--- src/hawk_cfg_pkg.sv ---
/*
 * Sizes of the host page space, the DRAM page space and the att.
 * Imported by every RTL block and by the testbench for port widths.
 */
package hawk_cfg_pkg;

    ////////////////////////////////////////
    // page spaces
    ////////////////////////////////////////

    // host physical page number width
    localparam int HPPA_W = 4;

    // dram page number width
    localparam int DPAGE_W = 4;

    // att entries and free list slots, one per host page
    localparam int NUM_PAGES = 2 ** HPPA_W;

endpackage

--- src/hawk_ctrl_pkg.sv ---
/*
 * State encodings of the control unit, the page read manager
 * and the page writer.
 */
package hawk_ctrl_pkg;

    // control unit, arbitration and grant sequencing
    typedef enum logic [3:0] {
        IDLE,
        CHK_RD_ACTIVE,
        CHK_WR_ACTIVE,
        RD_LOOKUP_ALLOCATE,
        WR_LOOKUP_ALLOCATE,
        RD_TBL_UPDATE,
        WR_TBL_UPDATE
    } ctrl_state_e;

    // page read manager
    typedef enum logic [1:0] {
        PGRD_IDLE,
        PGRD_LOOKUP,
        PGRD_WAIT
    } pgrd_state_e;

    // page writer, init runs once after reset
    typedef enum logic [1:0] {PGWR_INIT_ATT, PGWR_INIT_LIST, PGWR_RUN} pgwr_state_e;

endpackage

--- src/hawk_ctrl_unit.sv ---
/*
 * Control unit. Holds the init levels until the page writer is done,
 * then serves one CPU read or write at a time, alternating when both
 * are pending, and pulses the grant once the lookup or update is over.
 */
`timescale 1ns/1ps

module hawk_ctrl_unit (
    input  logic                            clk_i,
    input  logic                            rst_ni,
    input  logic                            cpu_rd_valid,
    input  logic [hawk_cfg_pkg::HPPA_W-1:0] cpu_rd_hppa,
    input  logic                            cpu_wr_valid,
    input  logic [hawk_cfg_pkg::HPPA_W-1:0] cpu_wr_hppa,
    input  logic                            init_att_done,
    input  logic                            init_list_done,
    input  logic                            pgrd_mngr_ready,
    input  logic                            allow_cpu_access,
    input  logic                            tbl_update,
    input  logic                            tbl_update_done,
    output logic                            init_att,
    output logic                            init_list,
    output logic                            lkup_req,
    output logic [hawk_cfg_pkg::HPPA_W-1:0] lkup_hppa,
    output logic                            cpu_rd_grant,
    output logic                            cpu_wr_grant
);
    import hawk_cfg_pkg::*;
    import hawk_ctrl_pkg::*;

    ctrl_state_e       state_q, state_d;
    logic              init_att_d, init_list_d;
    logic              lkup_req_d;
    logic [HPPA_W-1:0] lkup_hppa_d;
    logic              rd_grant_d, wr_grant_d;
    logic              lkup_ok;

    // no new lookup in a grant cycle, the cpu still holds that valid
    assign lkup_ok = pgrd_mngr_ready && !cpu_rd_grant && !cpu_wr_grant;

    ////////////////////////////////////////
    // next state
    ////////////////////////////////////////
    always_comb begin
        state_d     = state_q;
        init_att_d  = init_att;
        init_list_d = init_list;
        lkup_req_d  = 1'b0;
        lkup_hppa_d = lkup_hppa;
        rd_grant_d  = 1'b0;
        wr_grant_d  = 1'b0;
        case (state_q)
            IDLE: begin
                // drop each init level after its done pulse
                if (init_att_done) begin
                    init_att_d = 1'b0;
                end
                if (init_list_done) begin
                    init_list_d = 1'b0;
                    state_d     = CHK_RD_ACTIVE;
                end
            end
            // reads preferred, writes as fallback
            CHK_RD_ACTIVE: begin
                if (lkup_ok && cpu_rd_valid) begin
                    lkup_req_d  = 1'b1;
                    lkup_hppa_d = cpu_rd_hppa;
                    state_d     = RD_LOOKUP_ALLOCATE;
                end else if (lkup_ok && cpu_wr_valid) begin
                    lkup_req_d  = 1'b1;
                    lkup_hppa_d = cpu_wr_hppa;
                    state_d     = WR_LOOKUP_ALLOCATE;
                end
            end
            // writes preferred, reads as fallback
            CHK_WR_ACTIVE: begin
                if (lkup_ok && cpu_wr_valid) begin
                    lkup_req_d  = 1'b1;
                    lkup_hppa_d = cpu_wr_hppa;
                    state_d     = WR_LOOKUP_ALLOCATE;
                end else if (lkup_ok && cpu_rd_valid) begin
                    lkup_req_d  = 1'b1;
                    lkup_hppa_d = cpu_rd_hppa;
                    state_d     = RD_LOOKUP_ALLOCATE;
                end
            end
            // hit grants at once, miss waits for the writer
            RD_LOOKUP_ALLOCATE: begin
                if (allow_cpu_access) begin
                    rd_grant_d = 1'b1;
                    state_d    = CHK_WR_ACTIVE;
                end else if (tbl_update) begin
                    state_d = RD_TBL_UPDATE;
                end
            end
            WR_LOOKUP_ALLOCATE: begin
                if (allow_cpu_access) begin
                    wr_grant_d = 1'b1;
                    state_d    = CHK_RD_ACTIVE;
                end else if (tbl_update) begin
                    state_d = WR_TBL_UPDATE;
                end
            end
            RD_TBL_UPDATE: begin
                if (tbl_update_done) begin
                    rd_grant_d = 1'b1;
                    state_d    = CHK_WR_ACTIVE;
                end
            end
            WR_TBL_UPDATE: begin
                if (tbl_update_done) begin
                    wr_grant_d = 1'b1;
                    state_d    = CHK_RD_ACTIVE;
                end
            end
            default: state_d = IDLE;
        endcase
    end

    ////////////////////////////////////////
    // registers
    ////////////////////////////////////////
    always_ff @(posedge clk_i or negedge rst_ni) begin
        if (!rst_ni) begin
            state_q      <= IDLE;
            // both init phases requested out of reset
            init_att     <= 1'b1;
            init_list    <= 1'b1;
            lkup_req     <= 1'b0;
            cpu_rd_grant <= 1'b0;
            cpu_wr_grant <= 1'b0;
        end else begin
            state_q      <= state_d;
            init_att     <= init_att_d;
            init_list    <= init_list_d;
            lkup_req     <= lkup_req_d;
            cpu_rd_grant <= rd_grant_d;
            cpu_wr_grant <= wr_grant_d;
        end
    end

    // lookup page, only meaningful with lkup_req
    always_ff @(posedge clk_i) begin
        lkup_hppa <= lkup_hppa_d;
    end

    // one request in flight, so never two grants at once
    a_grant_onehot: assert property (@(posedge clk_i) disable iff (!rst_ni)
        !(cpu_rd_grant && cpu_wr_grant))
        else $error("read and write grant high together");

    // lookup only launched while the manager was ready
    a_lkup_ready: assert property (@(posedge clk_i) disable iff (!rst_ni)
        $rose(lkup_req) |-> $past(pgrd_mngr_ready))
        else $error("lkup_req raised while manager busy");

endmodule

--- src/hawk_pgrd_manager.sv ---
/*
 * Page read manager. Latches a lookup, reads the att a cycle later and
 * answers with a hit strobe, or with a table update that maps the page
 * to the free list head. Drives the DRAM page for the grant.
 */
`timescale 1ns/1ps

module hawk_pgrd_manager (
    input  logic                             clk_i,
    input  logic                             rst_ni,
    input  logic                             lkup_req,
    input  logic [hawk_cfg_pkg::HPPA_W-1:0]  lkup_hppa,
    input  logic                             att_rd_hit,
    input  logic [hawk_cfg_pkg::DPAGE_W-1:0] att_rd_dpage,
    input  logic [hawk_cfg_pkg::DPAGE_W-1:0] free_dpage,
    output logic                             pgrd_mngr_ready,
    output logic [hawk_cfg_pkg::HPPA_W-1:0]  att_rd_hppa,
    output logic                             allow_cpu_access,
    output logic                             tbl_update,
    output logic [hawk_cfg_pkg::HPPA_W-1:0]  upd_hppa,
    output logic [hawk_cfg_pkg::DPAGE_W-1:0] upd_dpage,
    output logic [hawk_cfg_pkg::DPAGE_W-1:0] grant_dpage
);
    import hawk_cfg_pkg::*;
    import hawk_ctrl_pkg::*;

    pgrd_state_e       state_q;
    logic [HPPA_W-1:0] hppa_q;

    // busy from the lkup_req cycle until back in idle
    assign pgrd_mngr_ready = (state_q == PGRD_IDLE) && !lkup_req;

    // att read port follows the latched page
    assign att_rd_hppa = hppa_q;

    ////////////////////////////////////////
    // fsm and answer strobes
    ////////////////////////////////////////
    always_ff @(posedge clk_i or negedge rst_ni) begin
        if (!rst_ni) begin
            state_q          <= PGRD_IDLE;
            allow_cpu_access <= 1'b0;
            tbl_update       <= 1'b0;
        end else begin
            allow_cpu_access <= 1'b0;
            tbl_update       <= 1'b0;
            case (state_q)
                PGRD_IDLE: begin
                    if (lkup_req) begin
                        state_q <= PGRD_LOOKUP;
                    end
                end
                PGRD_LOOKUP: begin
                    if (att_rd_hit) begin
                        allow_cpu_access <= 1'b1;
                        state_q          <= PGRD_IDLE;
                    end else begin
                        // miss, writer maps the page this cycle
                        tbl_update <= 1'b1;
                        state_q    <= PGRD_WAIT;
                    end
                end
                // table write lands here
                PGRD_WAIT: state_q <= PGRD_IDLE;
                default:   state_q <= PGRD_IDLE;
            endcase
        end
    end

    // page numbers, held until the next lookup
    always_ff @(posedge clk_i) begin
        if (state_q == PGRD_IDLE && lkup_req) begin
            hppa_q <= lkup_hppa;
        end
        if (state_q == PGRD_LOOKUP) begin
            if (att_rd_hit) begin
                grant_dpage <= att_rd_dpage;
            end else begin
                // new mapping from the free list head
                grant_dpage <= free_dpage;
                upd_dpage   <= free_dpage;
                upd_hppa    <= hppa_q;
            end
        end
    end

endmodule

--- src/hawk_pg_writer.sv ---
/*
 * Page writer. Owns the att and the free list. After reset it clears
 * every att entry, then fills the free list with all DRAM pages, and
 * from then on writes one entry and pops the list per table update.
 */
`timescale 1ns/1ps

module hawk_pg_writer (
    input  logic                             clk_i,
    input  logic                             rst_ni,
    input  logic                             init_att,
    input  logic                             init_list,
    input  logic [hawk_cfg_pkg::HPPA_W-1:0]  att_rd_hppa,
    input  logic                             tbl_update,
    input  logic [hawk_cfg_pkg::HPPA_W-1:0]  upd_hppa,
    input  logic [hawk_cfg_pkg::DPAGE_W-1:0] upd_dpage,
    output logic                             init_att_done,
    output logic                             init_list_done,
    output logic                             att_rd_hit,
    output logic [hawk_cfg_pkg::DPAGE_W-1:0] att_rd_dpage,
    output logic [hawk_cfg_pkg::DPAGE_W-1:0] free_dpage,
    output logic                             tbl_update_done
);
    import hawk_cfg_pkg::*;
    import hawk_ctrl_pkg::*;

    pgwr_state_e        state_q;
    logic [HPPA_W-1:0]  init_cnt;
    // att entries, valid bit and mapped dram page
    logic               att_valid [NUM_PAGES];
    logic [DPAGE_W-1:0] att_dpage [NUM_PAGES];
    // free list fifo
    logic [DPAGE_W-1:0] free_mem  [NUM_PAGES];
    logic [HPPA_W-1:0]  rd_ptr, wr_ptr;
    logic [HPPA_W:0]    free_cnt;
    logic               cnt_last, att_clr, list_push, list_pop;

    assign cnt_last  = (init_cnt == HPPA_W'(NUM_PAGES - 1));
    assign att_clr   = (state_q == PGWR_INIT_ATT) && init_att;
    assign list_push = (state_q == PGWR_INIT_LIST) && init_list;
    assign list_pop  = (state_q == PGWR_RUN) && tbl_update;

    // combinational read ports
    assign att_rd_hit   = att_valid[att_rd_hppa];
    assign att_rd_dpage = att_dpage[att_rd_hppa];
    assign free_dpage   = free_mem[rd_ptr];

    ////////////////////////////////////////
    // init sequencing and list pointers
    ////////////////////////////////////////
    always_ff @(posedge clk_i or negedge rst_ni) begin
        if (!rst_ni) begin
            state_q         <= PGWR_INIT_ATT;
            init_cnt        <= '0;
            rd_ptr          <= '0;
            wr_ptr          <= '0;
            free_cnt        <= '0;
            init_att_done   <= 1'b0;
            init_list_done  <= 1'b0;
            tbl_update_done <= 1'b0;
        end else begin
            init_att_done   <= att_clr && cnt_last;
            init_list_done  <= list_push && cnt_last;
            tbl_update_done <= list_pop;
            // counter wraps to 0 between the two phases
            if (att_clr || list_push) begin
                init_cnt <= init_cnt + 1'b1;
            end
            if (att_clr && cnt_last) begin
                state_q <= PGWR_INIT_LIST;
            end
            if (list_push && cnt_last) begin
                state_q <= PGWR_RUN;
            end
            if (list_push) begin
                wr_ptr   <= wr_ptr + 1'b1;
                free_cnt <= free_cnt + 1'b1;
            end else if (list_pop) begin
                rd_ptr   <= rd_ptr + 1'b1;
                free_cnt <= free_cnt - 1'b1;
            end
        end
    end

    // storage writes
    always_ff @(posedge clk_i) begin
        if (att_clr) begin
            att_valid[init_cnt] <= 1'b0;
        end else if (list_pop) begin
            att_valid[upd_hppa] <= 1'b1;
            att_dpage[upd_hppa] <= upd_dpage;
        end
        // pages pushed in order 0 .. NUM_PAGES-1
        if (list_push) begin
            free_mem[wr_ptr] <= DPAGE_W'(init_cnt);
        end
    end

    // one dram page per host page, so the list never runs dry
    a_no_pop_empty: assert property (@(posedge clk_i) disable iff (!rst_ni)
        tbl_update |-> free_cnt != '0)
        else $error("free list pop while empty");

    a_no_upd_init: assert property (@(posedge clk_i) disable iff (!rst_ni)
        tbl_update |-> !init_att && !init_list && state_q == PGWR_RUN)
        else $error("table update during init");

endmodule

--- src/hawk_top.sv ---
/*
 * Top level of the access control slice. Ties the control unit, page
 * read manager and page writer to the CPU request and grant ports.
 */
`timescale 1ns/1ps

module hawk_top (
    input  logic                             clk_i,
    input  logic                             rst_ni,
    input  logic                             cpu_rd_valid,
    input  logic [hawk_cfg_pkg::HPPA_W-1:0]  cpu_rd_hppa,
    input  logic                             cpu_wr_valid,
    input  logic [hawk_cfg_pkg::HPPA_W-1:0]  cpu_wr_hppa,
    output logic                             cpu_rd_grant,
    output logic                             cpu_wr_grant,
    output logic [hawk_cfg_pkg::DPAGE_W-1:0] grant_dpage
);
    import hawk_cfg_pkg::*;

    // ctrl unit <-> page writer
    logic init_att, init_list, init_att_done, init_list_done, tbl_update_done;
    // ctrl unit <-> page read manager
    logic              lkup_req, pgrd_mngr_ready, allow_cpu_access, tbl_update;
    logic [HPPA_W-1:0] lkup_hppa;
    // page read manager <-> page writer
    logic [HPPA_W-1:0]  att_rd_hppa, upd_hppa;
    logic               att_rd_hit;
    logic [DPAGE_W-1:0] att_rd_dpage, free_dpage, upd_dpage;

    hawk_ctrl_unit u_ctrl (
        .clk_i, .rst_ni,
        .cpu_rd_valid, .cpu_rd_hppa, .cpu_wr_valid, .cpu_wr_hppa,
        .init_att_done, .init_list_done, .pgrd_mngr_ready,
        .allow_cpu_access, .tbl_update, .tbl_update_done,
        .init_att, .init_list, .lkup_req, .lkup_hppa,
        .cpu_rd_grant, .cpu_wr_grant
    );

    hawk_pgrd_manager u_pgrd (
        .clk_i, .rst_ni,
        .lkup_req, .lkup_hppa, .att_rd_hit, .att_rd_dpage, .free_dpage,
        .pgrd_mngr_ready, .att_rd_hppa, .allow_cpu_access, .tbl_update,
        .upd_hppa, .upd_dpage, .grant_dpage
    );

    hawk_pg_writer u_pgwr (
        .clk_i, .rst_ni,
        .init_att, .init_list, .att_rd_hppa, .tbl_update, .upd_hppa, .upd_dpage,
        .init_att_done, .init_list_done, .att_rd_hit, .att_rd_dpage,
        .free_dpage, .tbl_update_done
    );

endmodule

--- config.mk ---
export PLATFORM = sky130hd
export DESIGN_NAME = hawk_top
export DESIGN_NICKNAME = d
export VERILOG_FILES = /design/src/hawk_cfg_pkg.sv /design/src/hawk_ctrl_pkg.sv /design/src/hawk_ctrl_unit.sv /design/src/hawk_pgrd_manager.sv /design/src/hawk_pg_writer.sv /design/src/hawk_top.sv
export SDC_FILE = /design/constraint.sdc
export NUM_CORES = 1
export LEC_CHECK = 0
export BUFFER_PORTS_ARGS = -buffer_cell sky130_fd_sc_hd__buf_4
export CELL_PAD_IN_SITES_DETAIL_PLACEMENT = 0
export CELL_PAD_IN_SITES_GLOBAL_PLACEMENT = 1
export CORE_MARGIN = 3
export CORE_UTILIZATION = 53
export DETAILED_ROUTE_END_ITERATION = 8
export GPL_TIMING_DRIVEN = 0
export MAX_ROUTING_LAYER = met4
export PLACE_DENSITY_LB_ADDON = 0.3
export SLEW_MARGIN = 15
export SYNTH_ARGS = -nofsm -noshare
export SYNTH_HDL_FRONTEND = slang
export SYNTH_SLANG_ARGS = --single-unit
export TNS_END_PERCENT = 30
--- constraint.sdc ---
create_clock -name clk_i -period 2.94 [get_ports clk_i]
set_clock_uncertainty 0.2 [all_clocks]
set_input_delay 0.147 -clock clk_i [delete_from_list [all_inputs] [get_ports clk_i]]
set_output_delay 0.147 -clock clk_i [all_outputs]
set_load 0.005 [all_outputs]
=== Word-level counts from Yosys, hierarchy flattened ===
Memory sizes are Yosys's and may differ from the RTL's. A register that Yosys moved wholly into a read port is not among the register bits.
Index checks and enable logic that the tools add are counted.

* Bits in registers: 50
* Bits in writable memories: 144
* Input port bits: 12
* Output and inout bits: 6
* Logic and storage cells: 122
* Memories kept: 3

{| class="wikitable"
|+ Memory list
! name !! words !! bits a word !! rd ports !! clocked after Yosys merged registers in !! wr ports !! RTL line !! source
|-
| u_pgwr.att_dpage || 16 || 4 || 1 || 1 || 1 || hawk_pg_writer.sv:31 || <nowiki>logic [DPAGE_W-1:0] att_dpage [NUM_PAGES];</nowiki>
|-
| u_pgwr.free_mem || 16 || 4 || 1 || 0 || 1 || hawk_pg_writer.sv:33 || <nowiki>logic [DPAGE_W-1:0] free_mem [NUM_PAGES];</nowiki>
|-
| u_pgwr.att_valid || 16 || 1 || 1 || 1 || 1 || hawk_pg_writer.sv:30 || <nowiki>logic att_valid [NUM_PAGES];</nowiki>
|}

* Add/sub/neg operators: 3
* Equal/unequal tests: 18
* Mux-type cells: 48
* Bitwise gates (word level): 2
* Reductions and logical operators: 27

{| class="wikitable"
|+ Operator list
! cell !! count
|-
| 4-bit two-way mux || 19
|-
| 4-bit case mux with 7 select lines || 1
|-
| 1-bit two-way mux || 19
|-
| 4-bit by 1-bit adder with 4-bit output, second input constant || 3
|-
| 4-bit by 3-bit == test with 1-bit output, second input constant || 3
|-
| 3-bit by 1-bit inequality test with 1-bit output, second input constant || 4
|-
| 1-bit logical AND || 11
|-
| 4-bit by 2-bit == test with 1-bit output, second input constant || 2
|-
| 2-bit two-way mux || 4
|-
| 4-bit case mux with 2 select lines || 1
|-
| 2-bit AND reduction || 4
|-
| 7-bit AND reduction || 1
|-
| 2-bit by 1-bit inequality test with 1-bit output, second input constant || 3
|-
| 1-bit case mux with 2 select lines || 3
|-
| 2-bit by 1-bit == test with 1-bit output, second input constant || 2
|-
| 4-bit by 1-bit == test with 1-bit output, second input constant || 1
|-
| 4-bit == test, second input constant || 1
|-
| 2-bit logical NOT || 2
|-
| 4-bit logical NOT || 1
|-
| 2-bit case mux with 2 select lines || 1
|-
| 2-bit nonzero test || 2
|-
| 1-bit logical NOT || 3
|-
| 3-bit AND reduction || 1
|-
| 2-bit == test, second input constant || 1
|-
| 4 further kinds || 5
|}

=== Depth between registers and ports, before layout ===
* Depth after elaboration: 8
* Gate-level depth with buffers: 6
* Depth with buffers taken out: 5

=== Cells and area by module ===
Synthesis repeated with hierarchy kept, for this count alone.

* Cell total of the unflattened synthesis: 484
* Area total of the unflattened synthesis: 8150.3 µm²

{| class="wikitable"
|+ Modules (own cells, without submodules)
! module !! times used !! cells each !! area an instance (µm²) !! seq. area each (µm²)
|-
| hawk_pg_writer || 1 || 376 || 6691.4 || 4749.6
|-
| hawk_ctrl_unit || 1 || 76 || 755.7 || 322.8
|-
| hawk_pgrd_manager || 1 || 32 || 703.2 || 580.6
|}

=== Least setup slack after synthesis ===
Ideal clock, no wire load.

* Path kind: register to register
* Start: register (tool-made name)
* End: register u_pgrd.upd_dpage[0] (netlist name) (enable)
* Library setup time: 311 ps
* Arrival time: 1651 ps
* Data required time: 2429 ps
* Setup slack: 779 ps
* Cell stages (with the launch flop): 6
* Buffers on the path: 1
* Period minus slack after synthesis: 2161 ps
* Cells stage by stage: dfxtp_1 -> buf_6 -> mux4_1 -> mux2i_1 -> mux2i_1 -> and2b_2

{| class="wikitable"
|+ RTL lines
! element !! RTL line !! source
|-
| end signal, assigned || hawk_pgrd_manager.sv:81 || <nowiki>upd_dpage <= free_dpage;</nowiki>
|-
| end, declared || hawk_pgrd_manager.sv:21 || <nowiki>output logic [hawk_cfg_pkg::DPAGE_W-1:0] upd_dpage,</nowiki>
|}

=== Worst setup path after layout ===
* Start: register u_pgrd.state_q[0]
* End: register u_ctrl.lkup_hppa[1] (netlist name) (data pin)

* Word-level cells in the longest chain between the ends: 7
* Elaborated cells between the ends (all ways): 9
* Those cells by class: mux (3); reduce/logical (6)

{| class="wikitable"
|+ Ends and longest elaborated chain
! element !! RTL line !! source
|-
| start, declared || hawk_pgrd_manager.sv:27 || <nowiki>pgrd_state_e state_q;</nowiki>
|-
| start signal, assigned || hawk_pgrd_manager.sv:41 || <nowiki>state_q <= PGRD_IDLE;</nowiki>
|-
| start signal, assigned || hawk_pgrd_manager.sv:50 || <nowiki>state_q <= PGRD_LOOKUP;</nowiki>
|-
| start signal, assigned || hawk_pgrd_manager.sv:56 || <nowiki>state_q <= PGRD_IDLE;</nowiki>
|-
| 2-bit logical NOT (*) || hawk_pgrd_manager.sv:31 || <nowiki>assign pgrd_mngr_ready = (state_q == PGRD_IDLE) && !lkup_req;</nowiki>
|-
| 1-bit logical AND (*) || hawk_pgrd_manager.sv:31 ||
|-
| 1-bit logical AND (*) (2 in series) || hawk_ctrl_unit.sv:39 || <nowiki>assign lkup_ok = pgrd_mngr_ready && !cpu_rd_grant && !cpu_wr_grant;</nowiki>
|-
| 1-bit logical AND (on tied branches) || hawk_ctrl_unit.sv:77, hawk_ctrl_unit.sv:65 ||
|-
| 4-bit two-way mux (on tied branches) || hawk_ctrl_unit.sv:77, hawk_ctrl_unit.sv:65 ||
|-
| 4-bit case mux with 2 select lines (*) || hawk_ctrl_unit.sv:52 || <nowiki>case (state_q)</nowiki>
|-
| named net u_ctrl.lkup_hppa_d[1] || hawk_ctrl_unit.sv:34 || <nowiki>logic [HPPA_W-1:0] lkup_hppa_d;</nowiki>
|-
| end signal, assigned || hawk_ctrl_unit.sv:144 || <nowiki>lkup_hppa <= lkup_hppa_d;</nowiki>
|-
| end, declared || hawk_ctrl_unit.sv:24 || <nowiki>output logic [hawk_cfg_pkg::HPPA_W-1:0] lkup_hppa,</nowiki>
|}

The timed path passes the listed nets; every way through them passes the cells marked *.
A chain may end at the register's enable or synchronous reset.

==> impl_metrics.py <==
metrics = {
    "timing": {
        "setup-violations-final": 0,
        "achievable-frequency_mhz": 360,
        "layout_setup_ws_ns": 0.161,
        "finalMaxSlewViolations": 0,
        "worst_slew_margin_rel_pct": 47.2,
        "actual_transition_at_the_worst_max_transition_pin_ns": 0.793,
        "unrepaired_setup_endpoints_after_global_routing": "no",
        "report.final.hold_viol_count": 0,
        "layout_min_cycle_time_ns": 2.78,
        "setup-tns-final_ns": 0,
        "post-route-period-util_pct": 94.5,
    },
    "synth": {
        "syn-cell-area_sq_um": 8220,
        "synth.ff_latch_count": 197,
        "post_synth_inst_count": 505,
        "fraction_of_the_mapped_netlist_area_in_compound_gates_pct": 3.30,
        "share_of_synthesized_cell_area_in_full_adder_half_adder_and_majority_cells_pct": 0.914,
        "synth.avg_cell_area_sq_um": 16.3,
        "count_of_synthesis_stage_warnings_from_yosys": 0,
        "muxShareOfSynthArea_pct": 13.4,
        "yosysUniqueCellTypes": 56,
        "yosys.area_share.xor_xnor_pct": 0.959,
        "synth_top_family_by_area": "multiplexers",
        "synthesis.nets": 523,
        "synth-async-reset-ratio_pct": 14.7,
        "prevailing_post_synth_register_cell": "sky130_fd_sc_hd__edfxtp_1",
        "synth_simple_gate_area_share_pct": 9.87,
        "synth_seq_area_share_pct": 69.8,
        "synth-edff-count": 164,
    },
    "power_and_ir_drop": {
        "comb_power_share_pct": 1.0,
        "power.sequential.fraction_pct": 57.1,
        "cell_internal_pwr_mw": 4.20,
        "netSwitchingFraction_pct": 19.6,
        "power_leakage_nw": 2.67,
        "switching_power_mw": 1.02,
        "p_per_area_nw_per_um2": 563,
        "post-layout-total-power_mw": 5.22,
        "ir_drop_mv": 0.372,
        "power.share.clock_pct": 41.9,
    },
    "global_route": {
        "via_count_of_the_first_global_routing_pass": 4489,
        "first_pass_grt_wire_length_um": 24000,
        "grt_util_all_layers_pct": 19.6,
        "number_of_antenna_violations_at_the_first_check_in_global_routing": 0,
        "largest_net_degree_at_the_start_of_global_routing": 28,
        "globalRouteOverflowTotal": 0,
    },
    "worst_setup_path": {
        "crit_fanout": 6,
        "setup.reg_to_reg.worst_slack_ns": 0.16,
        "worst_path_max_delay_cell": "sky130_fd_sc_hd__or4b_1",
        "crit_path_max_incr_delay_ns": 0.61,
        "path_cells": "or4b_1 > nor2_1 > mux2i_2 > mux2_2 > dlygate4sd3_1",
        "critPathTopFamily": "simple AND/OR/NAND/NOR gates",
        "worstSetupPathType": "reg2reg",
        "cp_num_buf_inv": 1,
        "worstPathArrival_ns": 2.75,
        "rr_endpoint": "u_ctrl.lkup_hppa[1]$_DFFE_PP_",
        "category_of_the_worst_setup_path_launch_point": "register",
        "worstReg2RegStart": "u_pgrd.state_q[0]$_DFFE_PN0P_",
        "ff2ff_path_depth": 5,
        "crit_path_end_kind": "register",
        "required_time_of_the_worst_setup_path_ns": 2.91,
    },
    "finish": {
        "flow.area_growth_from_synthesis_pct": 12.9,
        "fillers": 1110,
        "final_nets": 571,
        "final_cell_mix": "164 x sky130_fd_sc_hd__edfxtp_1, 53 x sky130_fd_sc_hd__nor2_1, 29 x sky130_fd_sc_hd__nand2_1",
        "fin_cells": 750,
        "mostFrequentLayoutCell": "sky130_fd_sc_hd__edfxtp_1",
        "finalCoreUtilization_pct": 62.4,
        "drive_gt1_share_pct": 19.4,
        "antenna_cells": 0,
    },
    "placed_design": {
        "detailed_place_hpwl_um": 10200,
        "placement.io_buffers": 17,
        "place.gp.congestion": 0.829,
        "placedCellCount": 706,
        "pre_cts_ws_ns": 0.372,
    },
    "route": {
        "detail_route.first_pass.iterations": 4,
        "wl_per_cell_um": 20.0,
        "post_drt_via_cell_ratio": 5.86,
        "via_count": 4395,
        "detail-route-antenna-nets": 0,
        "drcViolationCount": 0,
        "detailedRoute.firstIterationViolations": 322,
        "routed_wirelength_um": 15000,
    },
    "clock_tree": {
        "htree_num_levels": 4,
        "clk_pin_slew_ns": 0.07,
        "cts_buffers": 17,
        "post_cts_buffers": 0,
        "cts_tree": "yes",
        "buffer_cell_driving_the_clock_tree_root": "sky130_fd_sc_hd__clkbuf_16",
        "cts.path.max_buffers": 2,
        "insertion_delay_ns": 0.43,
        "cts.sink_count": 197,
    },
    "floorplanning": {
        "floorplan.die.height_um": 131,
        "top_level_ports": 18,
        "chipWidth_um": 131,
        "die-area_sq_um": 17000,
        "initial_utilization_pct": 55.3,
        "floorplan.core_area_sq_um": 14900,
        "floorplan.rows": 44,
    },
    "min_path": {
        "hp-class": "in2async",
    },
    "outcome": {
        "outcome": "finished, final reports clean",
    },
    "run": {
        "max-cap-violations": 0,
    },
}
## kinds of logic after synthesis
logic type,after synthesis
DFF,197
and+or+nand+nor,163
muxes,59
AOI/OAI and AO/OA,39
buffers and inverters,32
xor gates and xnor gates,9
adders and majority gates,6
## worst max path at each step
stage,cells after the start,slack (ns),end,start
2_1_floorplan,5,0.78,u_pgrd.upd_dpage[0]$_DFFE_PP_,register
3_3_place_gp,4,0.41,u_pgrd.upd_hppa[2]$_DFFE_PP_,register
3_5_place_dp,6,0.37,u_pgwr.att_dpage[1][3]$_DFFE_PP_,u_pgwr.state_q[0]$_DFFE_PN0P_
4_1_cts,5,0.06,u_ctrl.lkup_hppa[1]$_DFFE_PP_,u_pgrd.state_q[1]$_DFFE_PN0P_
5_1_grt,5,0.07,u_ctrl.lkup_hppa[1]$_DFFE_PP_,u_pgrd.state_q[0]$_DFFE_PN0P_
6_report,5,0.16,u_ctrl.lkup_hppa[1]$_DFFE_PP_,u_pgrd.state_q[0]$_DFFE_PN0P_
## Yosys cell counts (all sizes together) (2+ instances only)
master    n  area [sq um]
edfxtp  164          4920
nor2     53           199
mux4     36           848
nand2    29           109
dfrtp    27           676
nand3    21           105
clkbuf   16          65.1
mux2     16           180
nor3     13          65.1
nor2b     9          56.3
a22oi     8          60.1
buf       8          55.1
inv       8          30.0
xnor2     8          70.1
mux2i     7          70.1
nand3b    7          52.6
a21oi     6          30.0
ha        6          75.1
nand2b    6          37.5
nor3b     5          37.5
a31oi     4          25.0
and3      4          25.0
dfxtp     4          80.1
o21ai     4          20.0
a21boi    3          22.5
nand4     3          18.8
and2b     2          17.5
dfstp     2          52.6
nor4b     2          17.5
o21bai    2          15.0
o221ai    2          17.5
or2       2          12.5
or3b      2          17.5
## flip-flops by register name, indices dropped and copies added (netlist names), 2 cells and up, named ones only
register and flops:
u_ctrl.lkup_hppa 4, u_pgwr.state_q 2, u_pgwr.rd_ptr 4, u_pgwr.att_valid 16, u_pgrd.att_rd_hppa 4, u_pgwr.att_dpage 64
u_pgwr.free_mem 64, u_ctrl.state_q 3, u_pgwr.init_cnt 4, u_pgrd.upd_hppa 4, u_pgrd.grant_dpage 4, u_pgrd.state_q 2
u_pgwr.wr_ptr 4, u_pgrd.upd_dpage 4
## per-stage QoR
step                hold slack, ns  area [sq um]
global placement            -0.104          8580
global route                0.0416          9280
detailed placement         -0.0958          8580
CTS                        0.00440          9260
floorplan                   -0.349          8220
finish                      0.0283          9280
## power groups by stage
stage          clock network [mW]  registers [mW]  logic (mW)
6_report                     2.19            2.98      0.0502
5_1_grt                      2.35            2.98      0.0548
4_1_cts                      2.24            2.98      0.0487
3_5_place_dp                    0            3.04      0.0316
3_3_place_gp                    0            3.04      0.0304
2_1_floorplan                   0            3.04     0.00973
## final cells by class
class                   instances  area [sq um]  area share [%]
flip-flops and latches        197          5730            61.8
multi-input cells             276          2350            25.3
clock buffers                  20           437            4.71
repair buffers                 29           258            2.78
well taps                     184           230            2.48
plain buffers                  24           120            1.29
clock inverters                12           119            1.28
inverters                       8          30.0           0.324
## worst reg2reg max path: cells and delay by family, from the launching register on
kind,cells,cell delay [ns]
simple gates,2,0.84
buf+inv,1,0.56
mux,2,0.50
flops,1,0.44
## what timing repair did
item                                    in CTS  in global routing
endpoints found under the setup margin       0                  4
endpoints found under the hold margin       34                  0
resized for setup                            0                  2
hold buffers                                12                  0
## layer usage
metal,part of all wire (%),GRT usage (%),vias up,routed length [um]
met5,0,-,-,0
met4,0.90,6.11,0,135
met3,3.9,4.31,12,590
met2,51,30.9,82,7620
met1,44,25.8,2249,6630
li1,-,-,2052,-
Power figures use the tool's default switching activity.
